==> src/lsu_pkg.sv <==
/*
 * Shared definitions for the load/store address path.
 * Holds the page and cache-line geometry, the width of the index scale
 * field and the enumerations for addressing modes and controller states.
 * Modules pull these in with a wildcard import in their header.
 */

package lsu_pkg;

	// ==================================================
	// Geometry
	// ==================================================

	// Page offset width, which gives 4 KiB pages
	localparam int PAGE_BITS = 12;

	// Cache-line offset width, which gives 64-byte lines
	localparam int LINE_BITS = 6;

	// Scale field width, so the index is shifted left by 0 to 3
	localparam int SCALE_W = 2;

	// Width of a TLB entry index
	// A single-entry TLB still needs one index bit on its write port
	function automatic int idx_width(input int entries);
		return (entries > 1) ? $clog2(entries) : 1;
	endfunction

	// ==================================================
	// Enumerations
	// ==================================================

	// Addressing modes, already decoded by the issuing stage
	// AM_BASE is also the mode used for atomics
	typedef enum logic [1:0] {
		AM_BASE    = 2'd0,
		AM_DISP    = 2'd1,
		AM_INDEXED = 2'd2
	} addr_mode_e;

	// Controller states, one request in flight at a time
	typedef enum logic [2:0] {
		ST_IDLE  = 3'd0,
		ST_AGEN  = 3'd1,
		ST_XLATE = 3'd2,
		ST_BUS   = 3'd3,
		ST_DONE  = 3'd4
	} lsu_state_e;

endpackage

==> src/tlb_lookup_if.sv <==
/*
 * Translation request and result between the controller and the data TLB.
 * The controller pulses lookup with a virtual address and one cycle later
 * the TLB pulses result_valid with hit and the physical address.
 */

`timescale 1ns/1ps

interface tlb_lookup_if #(
	parameter int ADDR_W = 32
);

	// Request side, driven by the controller
	logic              lookup;
	logic [ADDR_W-1:0] vaddr;

	// Result side, registered inside the TLB
	logic              result_valid;
	logic              hit;
	logic [ADDR_W-1:0] paddr;

	modport ctrl (
		output lookup, vaddr,
		input  result_valid, hit, paddr
	);

	modport tlb (
		input  lookup, vaddr,
		output result_valid, hit, paddr
	);

endinterface

==> src/agen.sv <==
/*
 * Effective-address generator.
 * Forms base, base plus displacement, or base plus scaled index plus
 * displacement, optionally rounded up to the start of the next cache line.
 * The address is captured on issue and res_valid stays set until release.
 */

`timescale 1ns/1ps

module agen import lsu_pkg::*; #(
	parameter int ADDR_W = 32
) (
	input  logic               clk,
	input  logic               rst,
	input  logic               issue,
	input  logic               res_release,
	input  addr_mode_e         mode,
	input  logic               next_line,
	input  logic [ADDR_W-1:0]  base,
	input  logic [ADDR_W-1:0]  index,
	input  logic [ADDR_W-1:0]  disp,
	input  logic [SCALE_W-1:0] scale,
	output logic [ADDR_W-1:0]  res,
	output logic               res_valid
);

	// Width of the line number above the line offset
	localparam int LINE_W = ADDR_W - LINE_BITS;

	logic [ADDR_W-1:0] scaled_index;
	logic [ADDR_W-1:0] ea;
	logic [LINE_W-1:0] line_num;

	// Index shifted by the access scale
	assign scaled_index = index << scale;

	// Mode select, an unused encoding falls back to base only
	always_comb begin
		case (mode)
			AM_DISP:    ea = base + disp;
			AM_INDEXED: ea = base + scaled_index + disp;
			default:    ea = base;
		endcase
	end

	// Following line number, the carry out of the top bit is dropped
	assign line_num = ea[ADDR_W-1:LINE_BITS] + LINE_W'(1);

	// Address register, loaded once per request
	always_ff @(posedge clk) begin
		if (issue) begin
			res <= next_line ? {line_num, {LINE_BITS{1'b0}}} : ea;
		end
	end

	// Result valid is sticky
	// It comes up one edge after issue and holds until the controller
	// releases it at the end of the request
	always_ff @(posedge clk) begin
		if (rst) begin
			res_valid <= 1'b0;
		end else if (res_release) begin
			res_valid <= 1'b0;
		end else if (issue) begin
			res_valid <= 1'b1;
		end
	end

endmodule

==> src/dtlb.sv <==
/*
 * Small fully associative data TLB.
 * Entries are loaded through the write port and looked up over the
 * lookup interface. The result is registered, so hit and paddr appear
 * together with result_valid one cycle after the lookup pulse.
 */

`timescale 1ns/1ps

module dtlb import lsu_pkg::*; #(
	parameter int ADDR_W      = 32,
	parameter int TLB_ENTRIES = 4
) (
	input  logic                        clk,
	input  logic                        rst,
	input  logic                        tlb_we,
	input  logic [idx_width(TLB_ENTRIES)-1:0] tlb_index,
	input  logic [ADDR_W-PAGE_BITS-1:0] tlb_vpn,
	input  logic [ADDR_W-PAGE_BITS-1:0] tlb_ppn,
	tlb_lookup_if.tlb                   lk
);

	// Page number width, virtual and physical are the same size
	localparam int VPN_W = ADDR_W - PAGE_BITS;

	// ==================================================
	// Entry storage
	// ==================================================

	logic [TLB_ENTRIES-1:0] valid;
	logic [VPN_W-1:0]       vpn_tab [TLB_ENTRIES];
	logic [VPN_W-1:0]       ppn_tab [TLB_ENTRIES];

	// Only the valid bits are cleared, stale tags are harmless
	always_ff @(posedge clk) begin
		if (rst) begin
			valid <= '0;
		end else if (tlb_we) begin
			valid[tlb_index] <= 1'b1;
		end
	end

	always_ff @(posedge clk) begin
		if (tlb_we) begin
			vpn_tab[tlb_index] <= tlb_vpn;
			ppn_tab[tlb_index] <= tlb_ppn;
		end
	end

	// ==================================================
	// Parallel compare
	// ==================================================

	logic             match;
	logic [VPN_W-1:0] match_ppn;

	// Scan from the top down so the lowest matching index is left standing
	always_comb begin
		match     = 1'b0;
		match_ppn = '0;
		for (int i = TLB_ENTRIES - 1; i >= 0; i--) begin
			if (valid[i] && (vpn_tab[i] == lk.vaddr[ADDR_W-1:PAGE_BITS])) begin
				match     = 1'b1;
				match_ppn = ppn_tab[i];
			end
		end
	end

	// Result registers
	// The page offset passes through untranslated
	always_ff @(posedge clk) begin
		if (lk.lookup) begin
			lk.hit   <= match;
			lk.paddr <= {match_ppn, lk.vaddr[PAGE_BITS-1:0]};
		end
	end

	always_ff @(posedge clk) begin
		if (rst) begin
			lk.result_valid <= 1'b0;
		end else begin
			lk.result_valid <= lk.lookup;
		end
	end

endmodule

==> src/lsu_ctrl.sv <==
/*
 * Request sequencer and Wishbone classic master.
 * Accepts one request, starts the address generator, translates the
 * address through the TLB and runs one bus cycle on a hit. A miss ends
 * the request with fault and no bus cycle. done pulses at the end.
 */

`timescale 1ns/1ps

module lsu_ctrl import lsu_pkg::*; #(
	parameter int ADDR_W = 32,
	parameter int DATA_W = 32
) (
	input  logic                clk,
	input  logic                rst,

	// Request port
	input  logic                req,
	input  logic                we,
	input  logic [DATA_W-1:0]   wdata,
	output logic                busy,
	output logic                done,
	output logic [DATA_W-1:0]   rdata,
	output logic                fault,

	// Address generator handshake
	output logic                issue,
	output logic                res_release,
	input  logic [ADDR_W-1:0]   res,
	input  logic                res_valid,

	// Translation
	tlb_lookup_if.ctrl          lk,

	// Wishbone classic master
	output logic                wb_cyc,
	output logic                wb_stb,
	output logic                wb_we,
	output logic [ADDR_W-1:0]   wb_adr,
	output logic [DATA_W/8-1:0] wb_sel,
	output logic [DATA_W-1:0]   wb_dat_o,
	input  logic [DATA_W-1:0]   wb_dat_i,
	input  logic                wb_ack
);

	lsu_state_e        state;
	logic              looked;
	logic              we_q;
	logic [DATA_W-1:0] wdata_q;

	// ==================================================
	// Decoded controls
	// ==================================================

	// Busy for the whole request, including the done cycle
	assign busy = (state != ST_IDLE);

	// AGEN lasts exactly one cycle, which makes issue a pulse
	assign issue = (state == ST_AGEN);

	// Only one lookup per request, looked blocks a second pulse while
	// waiting for the registered TLB result
	assign lk.lookup = (state == ST_XLATE) && res_valid && !looked;
	assign lk.vaddr  = res;

	// The final cycle both reports and frees the agen result
	assign done        = (state == ST_DONE);
	assign res_release = (state == ST_DONE);

	// Full-width accesses only
	assign wb_sel   = '1;
	assign wb_we    = we_q;
	assign wb_dat_o = wdata_q;

	// ==================================================
	// State machine
	// ==================================================

	always_ff @(posedge clk) begin
		if (rst) begin
			state  <= ST_IDLE;
			looked <= 1'b0;
			fault  <= 1'b0;
			wb_cyc <= 1'b0;
			wb_stb <= 1'b0;
		end else begin
			case (state)
				ST_IDLE: begin
					if (req) begin
						fault <= 1'b0;
						state <= ST_AGEN;
					end
				end
				ST_AGEN: begin
					looked <= 1'b0;
					state  <= ST_XLATE;
				end
				ST_XLATE: begin
					if (lk.lookup) begin
						looked <= 1'b1;
					end
					// Result arrives one cycle after the lookup pulse
					if (lk.result_valid) begin
						if (lk.hit) begin
							wb_cyc <= 1'b1;
							wb_stb <= 1'b1;
							state  <= ST_BUS;
						end else begin
							fault <= 1'b1;
							state <= ST_DONE;
						end
					end
				end
				ST_BUS: begin
					// Wait states simply hold everything in place
					if (wb_ack) begin
						wb_cyc <= 1'b0;
						wb_stb <= 1'b0;
						state  <= ST_DONE;
					end
				end
				ST_DONE: begin
					state <= ST_IDLE;
				end
				default: begin
					state <= ST_IDLE;
				end
			endcase
		end
	end

	// ==================================================
	// Payload registers
	// ==================================================

	always_ff @(posedge clk) begin
		// Direction and store data are taken at acceptance
		if ((state == ST_IDLE) && req) begin
			we_q    <= we;
			wdata_q <= wdata;
		end
		// Physical address is set up together with cyc and stb
		if ((state == ST_XLATE) && lk.result_valid) begin
			wb_adr <= lk.paddr;
		end
		// Load data is captured on the ack edge
		if ((state == ST_BUS) && wb_ack && !we_q) begin
			rdata <= wb_dat_i;
		end
	end

endmodule

==> src/mem_access_unit.sv <==
/*
 * Top level of the load/store address path.
 * Joins the address generator, the data TLB and the controller.
 * A request is taken when req is high and busy is low. The operands
 * must stay steady while busy is high, done marks the end.
 */

`timescale 1ns/1ps

module mem_access_unit import lsu_pkg::*; #(
	parameter int ADDR_W      = 32,
	parameter int DATA_W      = 32,
	parameter int TLB_ENTRIES = 4
) (
	input  logic                        clk,
	input  logic                        rst,

	// Request port
	input  logic                        req,
	input  logic                        we,
	input  addr_mode_e                  mode,
	input  logic                        next_line,
	input  logic [ADDR_W-1:0]           base,
	input  logic [ADDR_W-1:0]           index,
	input  logic [ADDR_W-1:0]           disp,
	input  logic [SCALE_W-1:0]          scale,
	input  logic [DATA_W-1:0]           wdata,
	output logic                        busy,
	output logic                        done,
	output logic [DATA_W-1:0]           rdata,
	output logic                        fault,

	// TLB fill port
	input  logic                        tlb_we,
	input  logic [idx_width(TLB_ENTRIES)-1:0] tlb_index,
	input  logic [ADDR_W-PAGE_BITS-1:0] tlb_vpn,
	input  logic [ADDR_W-PAGE_BITS-1:0] tlb_ppn,

	// Wishbone classic master
	output logic                        wb_cyc,
	output logic                        wb_stb,
	output logic                        wb_we,
	output logic [ADDR_W-1:0]           wb_adr,
	output logic [DATA_W/8-1:0]         wb_sel,
	output logic [DATA_W-1:0]           wb_dat_o,
	input  logic [DATA_W-1:0]           wb_dat_i,
	input  logic                        wb_ack
);

	// Agen handshake
	logic              issue;
	logic              res_release;
	logic [ADDR_W-1:0] res;
	logic              res_valid;

	tlb_lookup_if #(.ADDR_W(ADDR_W)) lk ();

	agen #(.ADDR_W(ADDR_W)) u_agen (
		.clk(clk), .rst(rst), .issue(issue), .res_release(res_release),
		.mode(mode), .next_line(next_line), .base(base), .index(index),
		.disp(disp), .scale(scale), .res(res), .res_valid(res_valid)
	);

	dtlb #(.ADDR_W(ADDR_W), .TLB_ENTRIES(TLB_ENTRIES)) u_dtlb (
		.clk(clk), .rst(rst), .tlb_we(tlb_we), .tlb_index(tlb_index),
		.tlb_vpn(tlb_vpn), .tlb_ppn(tlb_ppn), .lk(lk.tlb)
	);

	lsu_ctrl #(.ADDR_W(ADDR_W), .DATA_W(DATA_W)) u_lsu_ctrl (
		.clk(clk), .rst(rst), .req(req), .we(we), .wdata(wdata),
		.busy(busy), .done(done), .rdata(rdata), .fault(fault),
		.issue(issue), .res_release(res_release), .res(res),
		.res_valid(res_valid), .lk(lk.ctrl),
		.wb_cyc(wb_cyc), .wb_stb(wb_stb), .wb_we(wb_we), .wb_adr(wb_adr),
		.wb_sel(wb_sel), .wb_dat_o(wb_dat_o), .wb_dat_i(wb_dat_i),
		.wb_ack(wb_ack)
	);

endmodule

==> config.mk <==
export PLATFORM = sky130hd
export DESIGN_NAME = mem_access_unit
export DESIGN_NICKNAME = d
export VERILOG_FILES = /design/src/lsu_pkg.sv /design/src/tlb_lookup_if.sv /design/src/agen.sv /design/src/dtlb.sv /design/src/lsu_ctrl.sv /design/src/mem_access_unit.sv
export SDC_FILE = /design/constraint.sdc
export NUM_CORES = 1
export LEC_CHECK = 0
export BUFFER_PORTS_ARGS = -buffer_cell sky130_fd_sc_hd__buf_2
export CORE_ASPECT_RATIO = 1.1
export CORE_MARGIN = 3
export CORE_UTILIZATION = 55
export DETAILED_ROUTE_END_ITERATION = 10
export PLACE_DENSITY_LB_ADDON = 0.08
export SLEW_MARGIN = 20
export SYNTH_ARGS = -nofsm -noshare
export SYNTH_HDL_FRONTEND = slang
export SYNTH_SLANG_ARGS = --single-unit
==> constraint.sdc <==
create_clock -name clk -period 9.5 [get_ports clk]
set_input_delay 0.95 -clock clk [delete_from_list [all_inputs] [get_ports clk]]
set_output_delay 0.95 -clock clk [all_outputs]
set_load 0.05 [all_outputs]
==> results summary <==
The placeable core region is 31900 um2. The total leakage power came out at 0.00787 uW. The overall die area is 35100 um2. The final layout contains 2019 nets. After detailed routing, the number of remaining DRC violations is 0. The worst setup path is launched from a primary input. Summed over all failing endpoints, the final setup total negative slack is 0 ns.

The routability congestion estimate from global placement is 0.912. By startpoint and endpoint, the worst setup path is classified as in2reg. The share of total power dissipated in the clock network is 0.291.

The flow ran to the end, and the final reports show no timing, DRC or antenna violations. The part of the Yosys area used for sequential elements is 0.548. The fraction of synthesized cell area taken by the top area cell type came out at 0.535. The highest ir drop seen on vdd is 0.131 mV.

The die width is 179 um. The clock skew after layout is 0.0252 ns. The count of standard-cell rows is 68. Detailed placement finished with a half-perimeter wire length of 32.7 mm.

The maximum count of clock buffers along a single path is 3. The post-CTS setup repair buffer count is 0. The hold violation count in the final report is 0.

Of the total power, combinational logic draws 0.246. The highest clock rate came out at 0.168 GHz. STA classifies the critical path endpoint as a register. Ranked by total cell area, the synthesized netlist is headed by sky130_fd_sc_hd__edfxtp_1 (54%), sky130_fd_sc_hd__xnor2_1 (4.8%), sky130_fd_sc_hd__ha_1 (4.4%). The number of endpoints failing setup at the final stage is 0.

Measured against its own limit, the worst slew margin works out to 0.288. Dividing the detail-routed wire length by the instance count gives 19.8 um. The first detailed-routing pass took 5 iterations. The transition time at the pin with the least slew margin is 1.07 ns.

The average cell area after synthesis came out at 12.8 um2. The number of H-tree branching levels came out at 1. The most instantiated flip-flop cell in the synthesis netlist is sky130_fd_sc_hd__edfxtp_1.

The post-placement setup slack came out at 3.04 ns. In this run the worst hold path is classified as reg2reg. The wire length of the first global-routing pass is 65.9 mm. In the post-route analysis, the smallest setup slack over all paths is 3.54 ns. Compared with the post-synthesis result, the final layout area differs by 15.9%. The number of global-route vias before repair came out at 12300. The post-synthesis cell type count is 92. The number of hold buffers added after cts is 0. The most common cell in the synthesized netlist is sky130_fd_sc_hd__edfxtp_1. The number of clock buffers added by TritonCTS is 28. During I/O placement, the number of pins put on the boundary was 319. Post-CTS repair changed the size of 0 cells. The register bit count reported by yosys is 334. Of all nets on the critical path, the largest fanout is 34. The initial antenna violation count came out at 6. The switching share of power is 0.287.

The max-slew violation count is 0. The critical path data required time came out at 9.78 ns. Counting every sink on the clock net gives 334.

The synthesized design contains 322 enable-type register cells. The tree is rooted in a sky130_fd_sc_hd__clkbuf_16. Synthesis handed over a netlist of 1415 instances.

The number of DRC markers in iteration 0 is 707. The initial core utilization came out at 0.566. The number of fill cells is 2458. The total net switching power came out at 1090 uW. The tightest hold path in the finished design has a slack of 0.415 ns. The via total after detailed routing came out at 12500. Counting flops with an async set or reset pin after synthesis yields a share of 0. Setup repair after global routing left no endpoint under its margin. The clock transition at the register clock pins on the worst setup and hold paths after CTS came out at 0.06 ns. Of all cell types, the one taking the most synthesized area is sky130_fd_sc_hd__edfxtp_1.

The sequential share of power is 0.463. The number of synthesis warnings came out at 0. The share of the clock period used by the worst path after layout came out at 0.627. The tool flagged a number of max-cap violations equal to 0.

The total wirelength of the detailed-routed design is 42.6 mm. The insertion delay to the later sink of the worst-skew pair came out at 0.54 ns. The die span in y came out at 196 um. The power density relative to cell area is 181 nW/um2. The via density per instance is 5.79. The placed instance area is 20000 um2. The commonest cells after synthesis are sky130_fd_sc_hd__edfxtp_1 (322), sky130_fd_sc_hd__xnor2_1 (98), sky130_fd_sc_hd__nor2_1 (79). TritonCTS built the clock tree. The fraction of layout cells with a size suffix above 1 is 0.272. STA puts the critical path data arrival time at 6.24 ns. The final cell area excluding filler cells is 20900 um2. The overall fraction of global-route tracks in use is 0.239. The remaining number of nets flagged by the antenna check after routing is 0.

The maximum number of pins on one net before global-route repair came out at 42. The total congestion overflow is 0. The internal power summed over all cells is 2700 uW. The shortest period the worst path allows came out at 5.96 ns. The combined area of all synthesized cells is 18100 um2. The count of buffers inserted at the top-level ports came out at 314.
==> layout make-up <==
class	instances	area (um2)	area share
antenna	2	5.00	0.000239
clock buffer	33	741	0.0354
clock inverter	18	155	0.00741
inverter	47	176	0.00842
multi-input combinational	970	7760	0.370
sequential	334	9910	0.473
tap	420	526	0.0251
timing repair buffer	328	1680	0.0800
==> power by group through the flow <==
stage	Combinational [uW]	Clock, uW	Sequential (uW)
after global placement	918	0	1780
final	932	1100	1750
after global routing	1030	1190	1760
after CTS	930	1130	1750
after detailed placement	924	0	1780
after floorplan	617	0	1830
==> flip-flops by register name, indices dropped and copies added, names as in the netlist <==
signal	flops
u_lsu_ctrl.rdata	32
u_lsu_ctrl.state	3
u_lsu_ctrl.wb_we	1
u_dtlb.valid	4
u_dtlb.lk.hit	1
u_lsu_ctrl.fault	1
u_lsu_ctrl.wb_dat_o	32
u_dtlb.lk.result_valid	1
u_dtlb.lk.paddr	32
u_agen.res_valid	1
u_agen.res	32
u_dtlb.vpn_tab	80
u_dtlb.ppn_tab	80
u_lsu_ctrl.wb_cyc	1
u_lsu_ctrl.looked	1
u_lsu_ctrl.wb_adr	32
==> per-layer routing <==
| metal | part of all wire | vias to the layer above | track usage |
|---|---|---|---|
| met1 | 0.41 | 5951 | 0.315 |
| li1 | - | 5972 | - |
| met3 | 0.066 | 70 | 0.0277 |
| met4 | 0.023 | 6 | 0.0626 |
| met2 | 0.50 | 462 | 0.420 |
| met5 | 0.00096 | - | 0 |
==> logic make-up after synthesis <==
logic type / after synthesis / synth area share
DFF: 334 / 0.548
xor gates and xnor gates: 140 / 0.0679
muxes: 76 / 0.0644
and+or+nand+nor: 355 / 0.103
AOI/OAI and AO/OA: 298 / 0.110
buffers and inverters: 114 / 0.0254
adders and majority gates: 97 / 0.0809
other: 1 / 0.000208
==> final timing paths <==
| kind | start | to | slack (ns) | cells after the start |
|---|---|---|---|---|
| worst min register to register | u_agen.res[3] | u_dtlb.lk.paddr[3] | 0.41 | 0 |
| worst min-delay path | u_agen.res[3] | u_dtlb.lk.paddr[3] | 0.41 | 0 |
| worst max register to register | u_agen.res[31] | u_dtlb.lk.paddr[18] | 6.67 | 9 |
| worst max-delay path | scale[0] | u_agen.res[31] | 3.54 | 19 |
==> worst max-delay path, stage by stage <==
cell and delay (ns):
sky130_fd_sc_hd__buf_2 0.72, sky130_fd_sc_hd__mux2i_1 0.17, sky130_fd_sc_hd__or2_2 0.32, sky130_fd_sc_hd__fa_1 0.43, sky130_fd_sc_hd__inv_1 0.08, sky130_fd_sc_hd__ha_1 0.17
sky130_fd_sc_hd__inv_1 0.06, sky130_fd_sc_hd__fa_1 0.38, sky130_fd_sc_hd__nand2b_1 0.24, sky130_fd_sc_hd__a21oi_2 0.26, sky130_fd_sc_hd__o2111ai_1 0.28, sky130_fd_sc_hd__a211oi_1 0.46
sky130_fd_sc_hd__nor2_1 0.10, sky130_fd_sc_hd__xnor2_1 0.24, sky130_fd_sc_hd__a211oi_1 0.18, sky130_fd_sc_hd__nor3_1 0.38, sky130_fd_sc_hd__nor4bb_4 0.46, sky130_fd_sc_hd__nor4b_4 0.28
sky130_fd_sc_hd__xnor2_1 0.09
==> through the flow <==
step	power [uW]	cells	utilization
floorplan	2450	1418	-
global placement	2700	2099	0.628
detailed placement	2710	2099	0.628
CTS	3810	2150	0.656
global route	3980	2152	0.657
finish	3790	2152	0.657
==> cells in the final DEF (no fill, tap or decap), drive strengths merged, types with 16 or more instances in the layout <==
| cell | instances |
|---|---|
| a21oi | 79 |
| nand2 | 75 |
| xor2 | 42 |
| mux2 | 42 |
| fa | 33 |
| mux4 | 28 |
| clkbuf | 33 |
| buf | 328 |
| a21o | 17 |
| nor2 | 80 |
| a31oi | 16 |
| ha | 64 |
| xnor2 | 98 |
| o21ai | 78 |
| edfxtp | 322 |
| inv | 47 |
| nand3 | 45 |
| nand4 | 27 |
| nor3 | 30 |
Note: power is estimated with default switching activity, not from simulation.
